==> config.mk <==
export PLATFORM = sky130hd
export DESIGN_NAME = fetch_buffer
export DESIGN_NICKNAME = d
export VERILOG_FILES = /design/src/rtl/fetch_pkg.sv /design/src/rtl/axi_lite_pkg.sv /design/src/rtl/fetch_buffer.sv /design/src/rtl/inst_select.sv /design/src/rtl/line_queue.sv /design/src/rtl/line_requester.sv
export SDC_FILE = /design/constraint.sdc
export NUM_CORES = 1
export LEC_CHECK = 0
export BUFFER_PORTS_ARGS = -buffer_cell sky130_fd_sc_hd__buf_2
export CORE_AREA = 4 4 174 344
export CTS_CLUSTER_SIZE = 14
export DETAILED_ROUTE_END_ITERATION = 8
export DIE_AREA = 0 0 178 348
export SETUP_SLACK_MARGIN = 0.5
export SYNTH_ARGS = -nofsm -noshare
export SYNTH_HDL_FRONTEND = slang
export SYNTH_SLANG_ARGS = --single-unit
export TNS_END_PERCENT = 50
==> constraint.sdc <==
create_clock -name clk -period 4.5 [get_ports clk]
set_input_delay 0.9 -clock clk [delete_from_list [all_inputs] [get_ports clk]]
set_output_delay 0.9 -clock clk [all_outputs]
set_load 0.01 [all_outputs]
==> src/rtl/fetch_pkg.sv <==
package fetch_pkg;

  // ==================================================
  // address split
  // ==================================================
  // byte offset bits inside one line
  localparam int LINE_OFS_W = 4;
  // pc[31:4]
  localparam int TAG_W = 28;
  localparam logic [31:0] RESET_PC = 32'h8000_0000;

  localparam int LINE_W = 128;
  localparam int WORD_W = 32;
  localparam int WORDS_PER_LINE = LINE_W / WORD_W;

  // ==================================================
  // queue geometry
  // ==================================================
  localparam int Q_DEPTH = 4;
  // two index bits plus wrap bit
  localparam int Q_PTR_W = 3;

  // raw for the bus side, words for instruction select
  typedef union packed {
    logic [LINE_W-1:0]                     raw;
    logic [WORDS_PER_LINE-1:0][WORD_W-1:0] words;
  } line_t;

  // err set when the bus answered anything but OKAY
  typedef struct packed {
    line_t line;
    logic  err;
  } q_entry_t;

  typedef struct packed {
    logic             empty;
    logic             full;
    logic [Q_PTR_W-1:0] count;
  } q_status_t;

endpackage

==> src/rtl/axi_lite_pkg.sv <==
package axi_lite_pkg;

  // ==================================================
  // bus widths
  // ==================================================
  localparam int AXI_ADDR_W = 32;
  // one whole cache line per beat
  localparam int AXI_DATA_W = 128;

  // ==================================================
  // read channel types
  // ==================================================
  // response codes
  typedef enum logic [1:0] {
    OKAY   = 2'b00,
    EXOKAY = 2'b01,
    SLVERR = 2'b10,
    DECERR = 2'b11
  } axi_resp_e;

  // read address channel, master to slave
  typedef struct packed {
    logic                  valid;
    logic [AXI_ADDR_W-1:0] addr;
  } axi_ar_t;

  // read data channel, slave to master
  typedef struct packed {
    logic                  valid;
    logic [AXI_DATA_W-1:0] data;
    axi_resp_e             resp;
  } axi_r_t;

endpackage
==> src/rtl/fetch_buffer.sv <==
`timescale 1ns/100ps

module fetch_buffer (
  input  logic                  clk,
  input  logic                  rst_n,
  output axi_lite_pkg::axi_ar_t ar_o,
  input  logic                  ar_ready_i,
  input  axi_lite_pkg::axi_r_t  r_i,
  output logic                  r_ready_o,
  input  logic [31:0]           pc_i,
  input  logic                  jmp_flush_i,
  output logic                  inst_valid_o,
  output logic [31:0]           inst_o,
  output logic                  inst_err_o
);
  import fetch_pkg::*;

  // requester to queue
  logic             wr_en;
  q_entry_t         wr_entry;

  // queue to selector and requester
  q_entry_t         head;
  q_status_t        status;

  // selector control
  logic             pop;
  logic             flush;
  logic             restart;
  logic [TAG_W-1:0] restart_tag;

  line_requester u_line_requester (
    .clk           (clk),
    .rst_n         (rst_n),
    .ar_o          (ar_o),
    .ar_ready_i    (ar_ready_i),
    .r_i           (r_i),
    .r_ready_o     (r_ready_o),
    .status_i      (status),
    .restart_i     (restart),
    .restart_tag_i (restart_tag),
    .wr_en_o       (wr_en),
    .wr_entry_o    (wr_entry)
  );

  line_queue u_line_queue (
    .clk        (clk),
    .rst_n      (rst_n),
    .wr_en_i    (wr_en),
    .wr_entry_i (wr_entry),
    .pop_i      (pop),
    .flush_i    (flush),
    .head_o     (head),
    .status_o   (status)
  );

  inst_select u_inst_select (
    .clk           (clk),
    .rst_n         (rst_n),
    .pc_i          (pc_i),
    .jmp_flush_i   (jmp_flush_i),
    .head_i        (head),
    .status_i      (status),
    .pop_o         (pop),
    .flush_o       (flush),
    .restart_o     (restart),
    .restart_tag_o (restart_tag),
    .inst_valid_o  (inst_valid_o),
    .inst_o        (inst_o),
    .inst_err_o    (inst_err_o)
  );

endmodule

==> src/rtl/inst_select.sv <==
`timescale 1ns/100ps

module inst_select (
  input  logic                        clk,
  input  logic                        rst_n,
  input  logic [31:0]                 pc_i,
  input  logic                        jmp_flush_i,
  input  fetch_pkg::q_entry_t         head_i,
  input  fetch_pkg::q_status_t        status_i,
  output logic                        pop_o,
  output logic                        flush_o,
  output logic                        restart_o,
  output logic [fetch_pkg::TAG_W-1:0] restart_tag_o,
  output logic                        inst_valid_o,
  output logic [31:0]                 inst_o,
  output logic                        inst_err_o
);
  import fetch_pkg::*;

  // line of the queue head
  logic [TAG_W-1:0] tag_q;
  logic [TAG_W-1:0] pc_tag;
  logic             tag_hit;
  logic             seq_step;

  assign pc_tag  = pc_i[TAG_W+LINE_OFS_W-1:LINE_OFS_W];
  assign tag_hit = (pc_tag == tag_q);

  // ==================================================
  // hold, pop or flush
  // ==================================================
  // next line only counts as sequential when there is a head to drop
  assign seq_step = (pc_tag == tag_q + 1'b1) && !status_i.empty;

  assign pop_o   = seq_step && !jmp_flush_i;
  assign flush_o = jmp_flush_i || (!tag_hit && !seq_step);

  // prefetch restarts at the pc's line
  assign restart_o     = flush_o;
  assign restart_tag_o = pc_tag;

  always_ff @(posedge clk) begin
    if (rst_n) begin
      tag_q <= RESET_PC[TAG_W+LINE_OFS_W-1:LINE_OFS_W];
    end else if (pop_o || flush_o) begin
      tag_q <= pc_tag;
    end
  end

  // ==================================================
  // instruction output
  // ==================================================
  assign inst_valid_o = tag_hit && !status_i.empty && !jmp_flush_i;

  // word within the line from pc[3:2]
  assign inst_o     = head_i.line.words[pc_i[LINE_OFS_W-1:2]];
  assign inst_err_o = head_i.err;

endmodule

==> src/rtl/line_queue.sv <==
`timescale 1ns/100ps

module line_queue (
  input  logic                 clk,
  input  logic                 rst_n,
  input  logic                 wr_en_i,
  input  fetch_pkg::q_entry_t  wr_entry_i,
  input  logic                 pop_i,
  input  logic                 flush_i,
  output fetch_pkg::q_entry_t  head_o,
  output fetch_pkg::q_status_t status_o
);
  import fetch_pkg::*;

  q_entry_t           mem [Q_DEPTH];
  logic [Q_PTR_W-1:0] wr_ptr_q;
  logic [Q_PTR_W-1:0] rd_ptr_q;

  logic               ptr_empty;
  logic               ptr_full;
  logic               do_write;
  logic               do_pop;
  logic               bypass;

  // ==================================================
  // pointer compare
  // ==================================================
  assign ptr_empty = (wr_ptr_q == rd_ptr_q);

  // same index, opposite wrap bit
  assign ptr_full = (wr_ptr_q[Q_PTR_W-1] != rd_ptr_q[Q_PTR_W-1]) &&
                    (wr_ptr_q[Q_PTR_W-2:0] == rd_ptr_q[Q_PTR_W-2:0]);

  assign do_write = wr_en_i && !ptr_full;

  // the bypassed entry may be popped in its arrival cycle
  assign do_pop = pop_i && (!ptr_empty || do_write);

  assign bypass = ptr_empty && wr_en_i;

  // ==================================================
  // pointers and storage
  // ==================================================
  always_ff @(posedge clk) begin
    if (rst_n) begin
      wr_ptr_q <= '0;
      rd_ptr_q <= '0;
    end else if (flush_i) begin
      wr_ptr_q <= '0;
      rd_ptr_q <= '0;
    end else begin
      if (do_write) begin
        wr_ptr_q <= wr_ptr_q + 1'b1;
      end
      if (do_pop) begin
        rd_ptr_q <= rd_ptr_q + 1'b1;
      end
    end
  end

  always_ff @(posedge clk) begin
    if (do_write) begin
      mem[wr_ptr_q[Q_PTR_W-2:0]] <= wr_entry_i;
    end
  end

  // ==================================================
  // head and status
  // ==================================================
  // write-through when nothing is stored yet
  assign head_o = bypass ? wr_entry_i : mem[rd_ptr_q[Q_PTR_W-2:0]];

  // head already usable during a bypass write
  assign status_o.empty = ptr_empty && !wr_en_i;
  assign status_o.full  = ptr_full;
  assign status_o.count = wr_ptr_q - rd_ptr_q;

endmodule

==> src/rtl/line_requester.sv <==
`timescale 1ns/100ps

module line_requester (
  input  logic                        clk,
  input  logic                        rst_n,
  output axi_lite_pkg::axi_ar_t       ar_o,
  input  logic                        ar_ready_i,
  input  axi_lite_pkg::axi_r_t        r_i,
  output logic                        r_ready_o,
  input  fetch_pkg::q_status_t        status_i,
  input  logic                        restart_i,
  input  logic [fetch_pkg::TAG_W-1:0] restart_tag_i,
  output logic                        wr_en_o,
  output fetch_pkg::q_entry_t         wr_entry_o
);
  import axi_lite_pkg::*;
  import fetch_pkg::*;

  typedef enum logic {
    IDLE,
    WAIT_DATA
  } state_e;

  state_e                state_q;
  logic                  ar_valid_q;
  logic [AXI_ADDR_W-1:0] ar_addr_q;
  logic [TAG_W-1:0]      next_tag_q;
  logic                  stale_q;

  logic                  ar_hs;
  logic                  r_hs;
  logic                  in_flight;
  logic [Q_PTR_W:0]      occupancy;
  logic                  issue;

  // ==================================================
  // handshakes and issue decision
  // ==================================================
  assign ar_hs = ar_valid_q && ar_ready_i;
  assign r_hs  = r_i.valid && r_ready_o;

  // a pending address counts as outstanding too
  assign in_flight = ar_valid_q || (state_q == WAIT_DATA);

  // lines held plus the one on its way
  assign occupancy = {1'b0, status_i.count} + {{Q_PTR_W{1'b0}}, in_flight};

  // no issue in a restart cycle, next_tag_q is being reloaded
  assign issue = (state_q == IDLE) && !ar_valid_q && !restart_i &&
                 (occupancy < Q_DEPTH);

  // ==================================================
  // read FSM, one read outstanding
  // ==================================================
  always_ff @(posedge clk) begin
    if (rst_n) begin
      state_q <= IDLE;
    end else begin
      case (state_q)
        IDLE: begin
          if (ar_hs) begin
            state_q <= WAIT_DATA;
          end
        end
        WAIT_DATA: begin
          if (r_hs) begin
            state_q <= IDLE;
          end
        end
        default: begin
          state_q <= IDLE;
        end
      endcase
    end
  end

  // valid held until accepted
  always_ff @(posedge clk) begin
    if (rst_n) begin
      ar_valid_q <= 1'b0;
    end else if (issue) begin
      ar_valid_q <= 1'b1;
    end else if (ar_hs) begin
      ar_valid_q <= 1'b0;
    end
  end

  // address latched at issue, stable while valid is up
  always_ff @(posedge clk) begin
    if (issue) begin
      ar_addr_q <= {next_tag_q, {LINE_OFS_W{1'b0}}};
    end
  end

  // next line to prefetch
  always_ff @(posedge clk) begin
    if (rst_n) begin
      next_tag_q <= RESET_PC[TAG_W+LINE_OFS_W-1:LINE_OFS_W];
    end else if (restart_i) begin
      next_tag_q <= restart_tag_i;
    end else if (issue) begin
      next_tag_q <= next_tag_q + 1'b1;
    end
  end

  // read that belongs to the old stream, accept it and throw it away
  always_ff @(posedge clk) begin
    if (rst_n) begin
      stale_q <= 1'b0;
    end else if (r_hs) begin
      stale_q <= 1'b0;
    end else if (restart_i && in_flight) begin
      stale_q <= 1'b1;
    end
  end

  // ==================================================
  // outputs
  // ==================================================
  always_comb begin
    ar_o.valid = ar_valid_q;
    ar_o.addr  = ar_addr_q;
  end

  assign r_ready_o = (state_q == WAIT_DATA);

  // a beat landing in a restart cycle is dropped by the queue flush
  assign wr_en_o = r_hs && !stale_q;

  always_comb begin
    wr_entry_o.line.raw = r_i.data;
    wr_entry_o.err      = (r_i.resp != OKAY);
  end

endmodule

### Yosys cells after proc, flatten, opt, wreduce, memory -nomap -nowiden

Memories as Yosys holds them, arrays and structs flattened. A register that Yosys moved wholly into a read port is not among the register bits.
Cells that the tools add are included.
W data, S select, Z words.

* register bits: 93
* RAM bits: 516
* input port bits: 167
* output and inout port bits: 68
* logic and storage cells: 73
* memories: 1

Memories
* u_line_queue.mem: depth 4, width 129, rd ports 1, clocked after memory_dff 1, write ports 1, RTL line line_queue.sv:15 `q_entry_t mem [Q_DEPTH];`

* $add $sub $neg: 6
* $lt $le $gt $ge: 2
* equal/unequal tests: 5
* muxes and demuxes: 14
* bitwise operators: 1
* reduce and logical (&&, ||, !) cells: 36

Operator list (number)
* $mux W129: 1
* $bmux W32 S2: 1
* $add A28 B1 Y28 const B: 2
* $eq A28 B28 Y1: 2
* $mux W28: 2
* $mux W32: 1
* $logic_and A1 B1 Y1: 17
* $logic_not A1 Y1: 10
* $add A3 B1 Y3 const B: 2
* $mux W1: 6
* $reduce_bool A2 Y1: 3
* $add A3 B1 Y4: 1
* $logic_or A1 B1 Y1: 4
* $lt A4 B3 Y1 const B: 1
* $mux W2: 2
* $reduce_or A2 Y1: 2
* $eq A3 B3 Y1: 1
* $lt A2 B3 Y1 const B: 1
* $sub A3 B3 Y3: 1
* $eq A2 B2 Y1: 1
* $pmux W1 S2: 1
* $ne A1 B1 Y1: 1
* $not A1 Y1: 1

### Logic depth before layout (Yosys ltp)

Gate-level depths: netlist (run 1).

* depth in word-level cells: 14
* depth in mapped cells: 12
* gate-level depth less buffers: 12

### By module

Synthesis (run 1) repeated with hierarchy kept, for this count alone.

* cells, all modules: 1561
* area, all modules: 27505.1 um2

By module, submodules not included
* line_queue: times used 1, cells each 876, area an instance 21050.2 um2, sequential area each 15655.0 um2
* line_requester: times used 1, cells each 381, area an instance 3582.2 um2, sequential area each 1461.4 um2
* inst_select: times used 1, cells each 304, area an instance 2872.8 um2, sequential area each 560.5 um2

### Least setup slack after synthesis (run 1)

Ideal clock, no wire load.

* kind: input -> register
* start point: in r_i[130] in the netlist's numbering
* end point: mem u_line_queue.mem[3][0] in the netlist's numbering (enable)
* setup time: 505 ps
* arrival: 4341 ps
* data required time: 3995 ps
* slack: -346 ps
* stages on the path: 3
* buffers on the path: 0
* cell sequence: nand3b_1 -> nor2_1 -> and2_1

* longest elaborated chain between the ends: 5

Ends and longest elaborated chain
* from (decl): RTL line fetch_buffer.sv:8 `input axi_lite_pkg::axi_r_t r_i,`
* $logic_and A1 B1 Y1: RTL line line_requester.sv:40 `assign r_hs = r_i.valid && r_ready_o;`
* $logic_and A1 B1 Y1: RTL line line_requester.sv:128 `assign wr_en_o = r_hs && !stale_q;`
* $logic_and A1 B1 Y1: RTL line line_queue.sv:34 `assign do_write = wr_en_i && !ptr_full;`
* $mux W1: RTL line line_queue.sv:62 `if (do_write) begin`
* $mux W1 (not written as such): RTL line line_queue.sv:63 `mem[wr_ptr_q[Q_PTR_W-2:0]] <= wr_entry_i;`
* to (decl): RTL line line_queue.sv:15

No other way between the ends.

### Worst setup path in the final report (run 1)

* start point: in pc_i[31]
* end point: out inst_valid_o

* longest elaborated chain between the ends: 3

Ends and longest elaborated chain
* from (decl): RTL line fetch_buffer.sv:10 `input logic [31:0] pc_i,`
* $eq A28 B28 Y1: RTL line inst_select.sv:27 `assign tag_hit = (pc_tag == tag_q);`
* $logic_and A1 B1 Y1 (2 in a row): RTL line inst_select.sv:53 `assign inst_valid_o = tag_hit && !status_i.empty && !jmp_flush_i;`
* to (decl): RTL line fetch_buffer.sv:12 `output logic inst_valid_o,`

No other way between the ends.

==> results of run 1 <==
[critical path, cell delays in order]
cell,delay [ns]
buf_2,0.11
xnor2_1,0.30
nor3b_1,0.51
nand2_1,0.23
nor4_2,0.60
and2_1,0.22
buf_2,0.13
[power by group through the flow]
stage,combinational [W],sequential (W),clock [W]
after floorplan,0.000240,0.00634,0
after global placement,0.000453,0.00635,0
after detailed placement,0.000466,0.00635,0
after CTS,0.000468,0.00622,0.00437
after global routing,0.000501,0.00622,0.00460
final,0.000460,0.00623,0.00424
[flip-flops by register name (all words and copies together), names as in the netlist, named ones only]
name	flops
u_inst_select.tag_q	28
u_line_queue.mem	516
u_line_queue.rd_ptr_q	3
u_line_queue.wr_ptr_q	3
u_line_requester.ar_addr_q	28
u_line_requester.ar_valid_q	1
u_line_requester.next_tag_q	28
u_line_requester.r_ready_o	1
u_line_requester.stale_q	1
[metrics by stage]
stage	cells	setup TNS [ns]	power, W	utilization, %
2_1_floorplan	1298	-40.38	0.006577	-
6_report	2344	0	0.01092	51.37
3_5_place_dp	2242	0	0.006815	48.48
3_3_place_gp	2242	0	0.006801	48.48
5_1_grt	2338	0	0.01133	51.35
4_1_cts	2336	0	0.01107	51.34
[cell type report]
| type | count | share of cell area (%) |
|---|---|---|
| well taps | 756 | 3.216 |
| clock inverters | 17 | 0.3744 |
| flip-flops and latches | 611 | 60.13 |
| diodes | 8 | 0.06807 |
| multi-input cells | 605 | 25.40 |
| repair buffers | 263 | 5.726 |
| inverters | 12 | 0.1532 |
| clock buffers | 72 | 4.931 |
[routing by layer]
layer  share of wire (%)  global-route usage [%]
met3                 5.9                   4.129
met2                  55                   34.59
met5                0.15                       0
met4                 3.7                   7.111
met1                  35                   21.57
[kinds of logic after synthesis]
group | share of synthesized area, %
flops | 69.38
mux | 20.28
simple gates | 4.533
buf+inv | 1.419
xor+xnor | 2.563
compound gates | 1.292
fa+ha+maj | 0.5206
other cells | 0.01472
[worst min-delay path by stage]
stage	from	to	slack (ns)	depth (start not counted)
finish	u_line_requester.stale_q$_SDFFE_PP0P_	u_line_requester.stale_q$_SDFFE_PP0P_	0.46	1
detailed placement	u_line_requester.next_tag_q[27]$_SDFFE_PP1P_	u_line_requester.ar_addr_q[31]$_DFFE_PP_	0.45	0
floorplan	u_line_requester.next_tag_q[27]$_SDFFE_PP1P_	u_line_requester.ar_addr_q[31]$_DFFE_PP_	0.43	0
global placement	u_line_requester.stale_q$_SDFFE_PP0P_	u_line_requester.stale_q$_SDFFE_PP0P_	0.44	1
global route	u_line_requester.next_tag_q[27]$_SDFFE_PP1P_	u_line_requester.ar_addr_q[31]$_DFFE_PP_	0.47	0
CTS	u_line_requester.next_tag_q[27]$_SDFFE_PP1P_	u_line_requester.ar_addr_q[31]$_DFFE_PP_	0.46	0
[placed cells by master, fill, tap and decap left out, drive strengths merged, types with 13 or more instances in the layout]
master    n
nor4     13
mux2     63
and4     13
clkinv   13
nand4    19
buf     263
a21oi    16
mux4    193
xor2     45
nor2     53
xnor2    26
dfxtp    67
nand2    25
edfxtp  544
nor2b    26
clkbuf   72
inv      14
nand3    25
==> metrics, run 1 <==
pwr dens=371.4 mW/mm^2; Syn Area/Cell=19.67 um^2; RSZ-0062 raised after global routing=false; first-pass GRT wire length=a little under 90000 um; Synth async-reset ratio=0%; Final HPWL DP=between 30000 and 40000 um; Fillers=4687; Slew Viols, Final=0; WL final=58280 um; final setup fails=0; Switch Pwr=0.002227 W; Logic pwr share=4.2%; worst reg2reg path depth=10; critical path fanouts, max=3; drt first-iter violations=between 700 and 800; top_reg_cell synth=edfxtp_1; Final Wtd Congestion=~0.92; initial antenna violation count=20; die area=between 0.06 and 0.07 mm^2; Synth Register Bits=between 600 and 700; Synth Cell Area=0.02548 mm^2; Die H=roughly 350 um; Peak VDD IR=338.7 uV; vias in the first global route=14280; CTS resizes=0; port bufs=228; Seq/Total Area, Yosys=69.38%; Internal=roughly 0.0087 W; CTS tree=built; Reg area=between 0.015 and 0.02 mm^2; type of element capturing the critical path=output port; Clock Latency Late Sink=0.58 ns; GRT Total Usage=around a fifth; Synth Warn #=0; share of power burned in registers=57.0%; multi-input combinational cell area=about 0.0075 mm^2; Post-DP Area=between 0.02 and 0.03 mm^2; Worst Skew=0.01417 ns; hold crit path type=flip-flop to flip-flop; Worst R2R Start=u_inst_select.tag_q[1]$_SDFFE_PP0P_; Hold Fails Final Rpt=0; Worst EP required=3.60 ns; clock slew at reported path FFs=0.06 ns; Startpoint Class=input port; status=complete, no violations; dominant cells by area after synthesis=edfxtp_1 (64%), mux4_2 (17%), dfxtp_1 (5.3%); top-count cell post-synth=edfxtp_1; crit path kind=input port to output port; crit path time final=3.908 ns; highest clock rate=0.2559 GHz; root buf cell=clkbuf_16; final net count=1723; largest net degree at the start of global routing=78; number of flops mapped to enable cells by yosys=544; hold-fix buffers at CTS=0; H-tree depth reported by CTS=2; Post-synth top cells=edfxtp_1 (544), mux4_2 (193), dfxtp_1 (67); Initial Util=around 45%; Die X=178 um; clk buf depth=3; CP startpoint=pc_i[31]; R2R Path End=u_line_requester.next_tag_q[12]$_SDFFE_PP0P_; P_leak=around 9.7 nW; top-area cell type share of the netlist area=about 64%; Vias/cell=5.592; Net Sw Frac=20.38%; Setup crit end=inst_valid_o; total clock sinks=611; ratio of cells with drive above 1 in the final layout=between 30 and 40%; reg2reg setup slack=0.72 ns; Netlist cell types=60; area leader, netlist=edfxtp_1; worst-margin pin slew=1.012 ns; DRC errors left=0; Top Ports=between 200 and 250; crit path DAT=3.01 ns; MaxCap Viol Count=0; final worst-path setup slack=0.5920 ns; Core ar.=0.05725 mm^2; final antenna-violating net count=0; design area=0.02941 mm^2; Synth Instances=~1300; CTS buffer count=53; clock network power share=38.8%; Place WS=0.5474 ns; total global routing overflow=0; Max-slew headroom=around 33%; row count=between 100 and 150; vias=13110; DRT Pass-1 Iters=5; area grow syn2layout=15.43%; post-CTS setup repair buffer count=5; WL/cell=24.86 um; Final period util=86.84%; Hold WS=between 0.4 and 0.5 ns
(Power assumes the default switching activity.)
==> run 2: changes to the inputs <==
- RECOVER_POWER: unset -> 50
==> metrics, run 2 (synthesized netlist as in run 1, its figures left out) <==
status=complete, but fails checks (was complete, no violations); failing checks=max-capacitance violations, max-slew violations; row count=124 (unchanged); hold crit path type=flip-flop to flip-flop (unchanged); final antenna-violating net count=0 (unchanged); overall power=0.01091 W (was 0.01092 W); Clock Latency Late Sink=0.58 ns (about the same); pwr dens=373.5 mW/mm^2 (was 371.4 mW/mm^2); total global routing overflow=0 (unchanged); Vias/cell=5.555 (was 5.592); Slew Viols, Final=73 (was 0); Die X=178 um (unchanged); first-pass GRT wire length=88320 um (unchanged); vias=13010 (was 13110); Peak VDD IR=340.5 uV (was 338.7 uV); CTS buffer count=53 (unchanged); Hold Fails Final Rpt=0 (unchanged); Setup crit end=inst_valid_o (unchanged); sum of negative setup slack=0 ns (unchanged); final net count=1723 (unchanged); most frequent cells in the layout=edfxtp_1 (544), mux4_2 (193), clkbuf_1 (176) (was edfxtp_1 (544), buf_2 (226), mux4_2 (193)); crit path time final=3.931 ns (was 3.908 ns); MaxCap Viol Count=2 (was 0); DRT Pass-1 Iters=5 (unchanged); most common cell after layout, fill and taps aside=edfxtp_1 (unchanged); Worst Skew=0.01516 ns (was 0.01417 ns); crit-path cells=buf_2, xnor2_1, nor3b_1, nand2_1, nor4_2, and2_1, buf_2 (unchanged); crit path kind=input port to output port (unchanged); reg2reg setup slack=0.73 ns (was 0.72 ns); CP max stage delay=0.60 ns (about the same); CP startpoint=pc_i[31] (unchanged); highest clock rate=0.2544 GHz (was 0.2559 GHz); Top Ports=235 (unchanged); CTS tree=built (unchanged); clk buf depth=3 (unchanged); clock slew at reported path FFs=0.06 ns (about the same); Slowest-stage cell, CP=nor4_2 (unchanged); Worst R2R Start=u_inst_select.tag_q[1]$_SDFFE_PP0P_ (unchanged); H-tree depth reported by CTS=2 (unchanged); area grow syn2layout=14.61% (was 15.43%); Final HPWL DP=38350 um (unchanged); Initial Util=44.50% (unchanged); max reg flops=516 (unchanged); final setup fails=0 (unchanged); Die H=348 um (unchanged); Final Wtd Congestion=0.9226 (unchanged); kind of cell adding the most delay to the critical path=simple AND/OR/NAND/NOR gates (unchanged); RSZ-0062 raised after global routing=false (unchanged); GRT Total Usage=18.96% (unchanged); DRC errors left=0 (unchanged); Worst EP required=3.60 ns (about the same); P_leak=9.210 nW (was 9.679 nW); Startpoint Class=input port (unchanged); R2R Path End=u_line_requester.next_tag_q[12]$_SDFFE_PP0P_ (unchanged); ratio of cells with drive above 1 in the final layout=27.53% (was 37.72%); die area=0.06194 mm^2 (unchanged); worst reg2reg path depth=10 (unchanged); WL/cell=24.82 um (was 24.86 um); type of element capturing the critical path=output port (unchanged); Fillers=4761 (was 4687); Buffers & Inverters on Critical Path=2 (unchanged); worst-margin pin slew=2.349 ns (was 1.012 ns); initial antenna violation count=7 (was 20); vias in the first global route=14280 (unchanged); largest net degree at the start of global routing=78 (unchanged); drt first-iter violations=738 (was 777); Max-slew headroom=-56.57% (was 32.55%); total clock sinks=611 (unchanged); crit path DAT=3.03 ns (was 3.01 ns); root buf cell=clkbuf_16 (unchanged); critical path fanouts, max=3 (unchanged); CTS resizes=0 (unchanged); port bufs=228 (unchanged); Most Frequent Cell on Critical Path=buf_2 (unchanged); WL final=58130 um (was 58280 um); Crit path depth=7 (unchanged); Core ar.=0.05725 mm^2 (unchanged); Final period util=87.35% (was 86.84%)
==> run 2: metrics by stage <==
stage | hold slack [ns] | setup slack, ns | util (%) | instance area, um^2 | std cells
floorplan | 0.4292 | -0.3130 | - | 25490 | 1298
global placement | 0.4387 | 0.5203 | 48.48 | 27760 | 2242
detailed placement | 0.4489 | 0.5474 | 48.48 | 27760 | 2242
CTS | 0.4613 | 0.5676 | 51.34 | 29390 | 2336
global route | 0.4744 | 0.4607 | 50.98 | 29190 | 2336
finish | 0.4575 | 0.5692 | 51.01 | 29200 | 2342
==> run 2: worst min path at each step <==
stage / to / slack, ns / start / cells past startpoint
6_report: u_line_requester.ar_addr_q[31]$_DFFE_PP_ / 0.46 / u_line_requester.next_tag_q[27]$_SDFFE_PP1P_ / 0
2_1_floorplan: u_line_requester.ar_addr_q[31]$_DFFE_PP_ / 0.43 / u_line_requester.next_tag_q[27]$_SDFFE_PP1P_ / 0
5_1_grt: u_line_requester.ar_addr_q[31]$_DFFE_PP_ / 0.47 / u_line_requester.next_tag_q[27]$_SDFFE_PP1P_ / 0
3_5_place_dp: u_line_requester.ar_addr_q[31]$_DFFE_PP_ / 0.45 / u_line_requester.next_tag_q[27]$_SDFFE_PP1P_ / 0
4_1_cts: u_line_requester.ar_addr_q[31]$_DFFE_PP_ / 0.46 / u_line_requester.next_tag_q[27]$_SDFFE_PP1P_ / 0
3_3_place_gp: u_line_requester.stale_q$_SDFFE_PP0P_ / 0.44 / u_line_requester.stale_q$_SDFFE_PP0P_ / 1
==> run 2: final cells by class <==
cell class,instances,area [um^2],area share [%]
antenna,6,15.01,0.05142
timing repair buffer,263,1481,5.073
clock buffer,72,1450,4.966
tap,756,945.9,3.239
clock inverter,17,110.1,0.3771
sequential,611,17680,60.56
inverter,12,45.04,0.1543
multi-input combinational,605,7468,25.58
==> run 2: layer usage <==
metal,vias to the layer above,part of all wire (%),GRT usage (%)
li1,5786,-,-
met1,6792,35,21.57
met2,317,55,34.59
met3,110,6.0,4.129
met4,4,3.7,7.111
met5,-,0.055,0
==> run 2: report_power, final <==
part / total, W / internal [W] / switching, W
Combinational: 0.000444 / 0.000194 / 0.000250
Sequential: 0.00623 / 0.00619 / 0.0000386
Clock: 0.00424 / 0.00230 / 0.00194
==> run 2: timing repair <==
item | in CTS | in global routing
setup buffers | 5 | 0
hold buffers | 0 | 0
setup endpoints to repair | 29 | 0
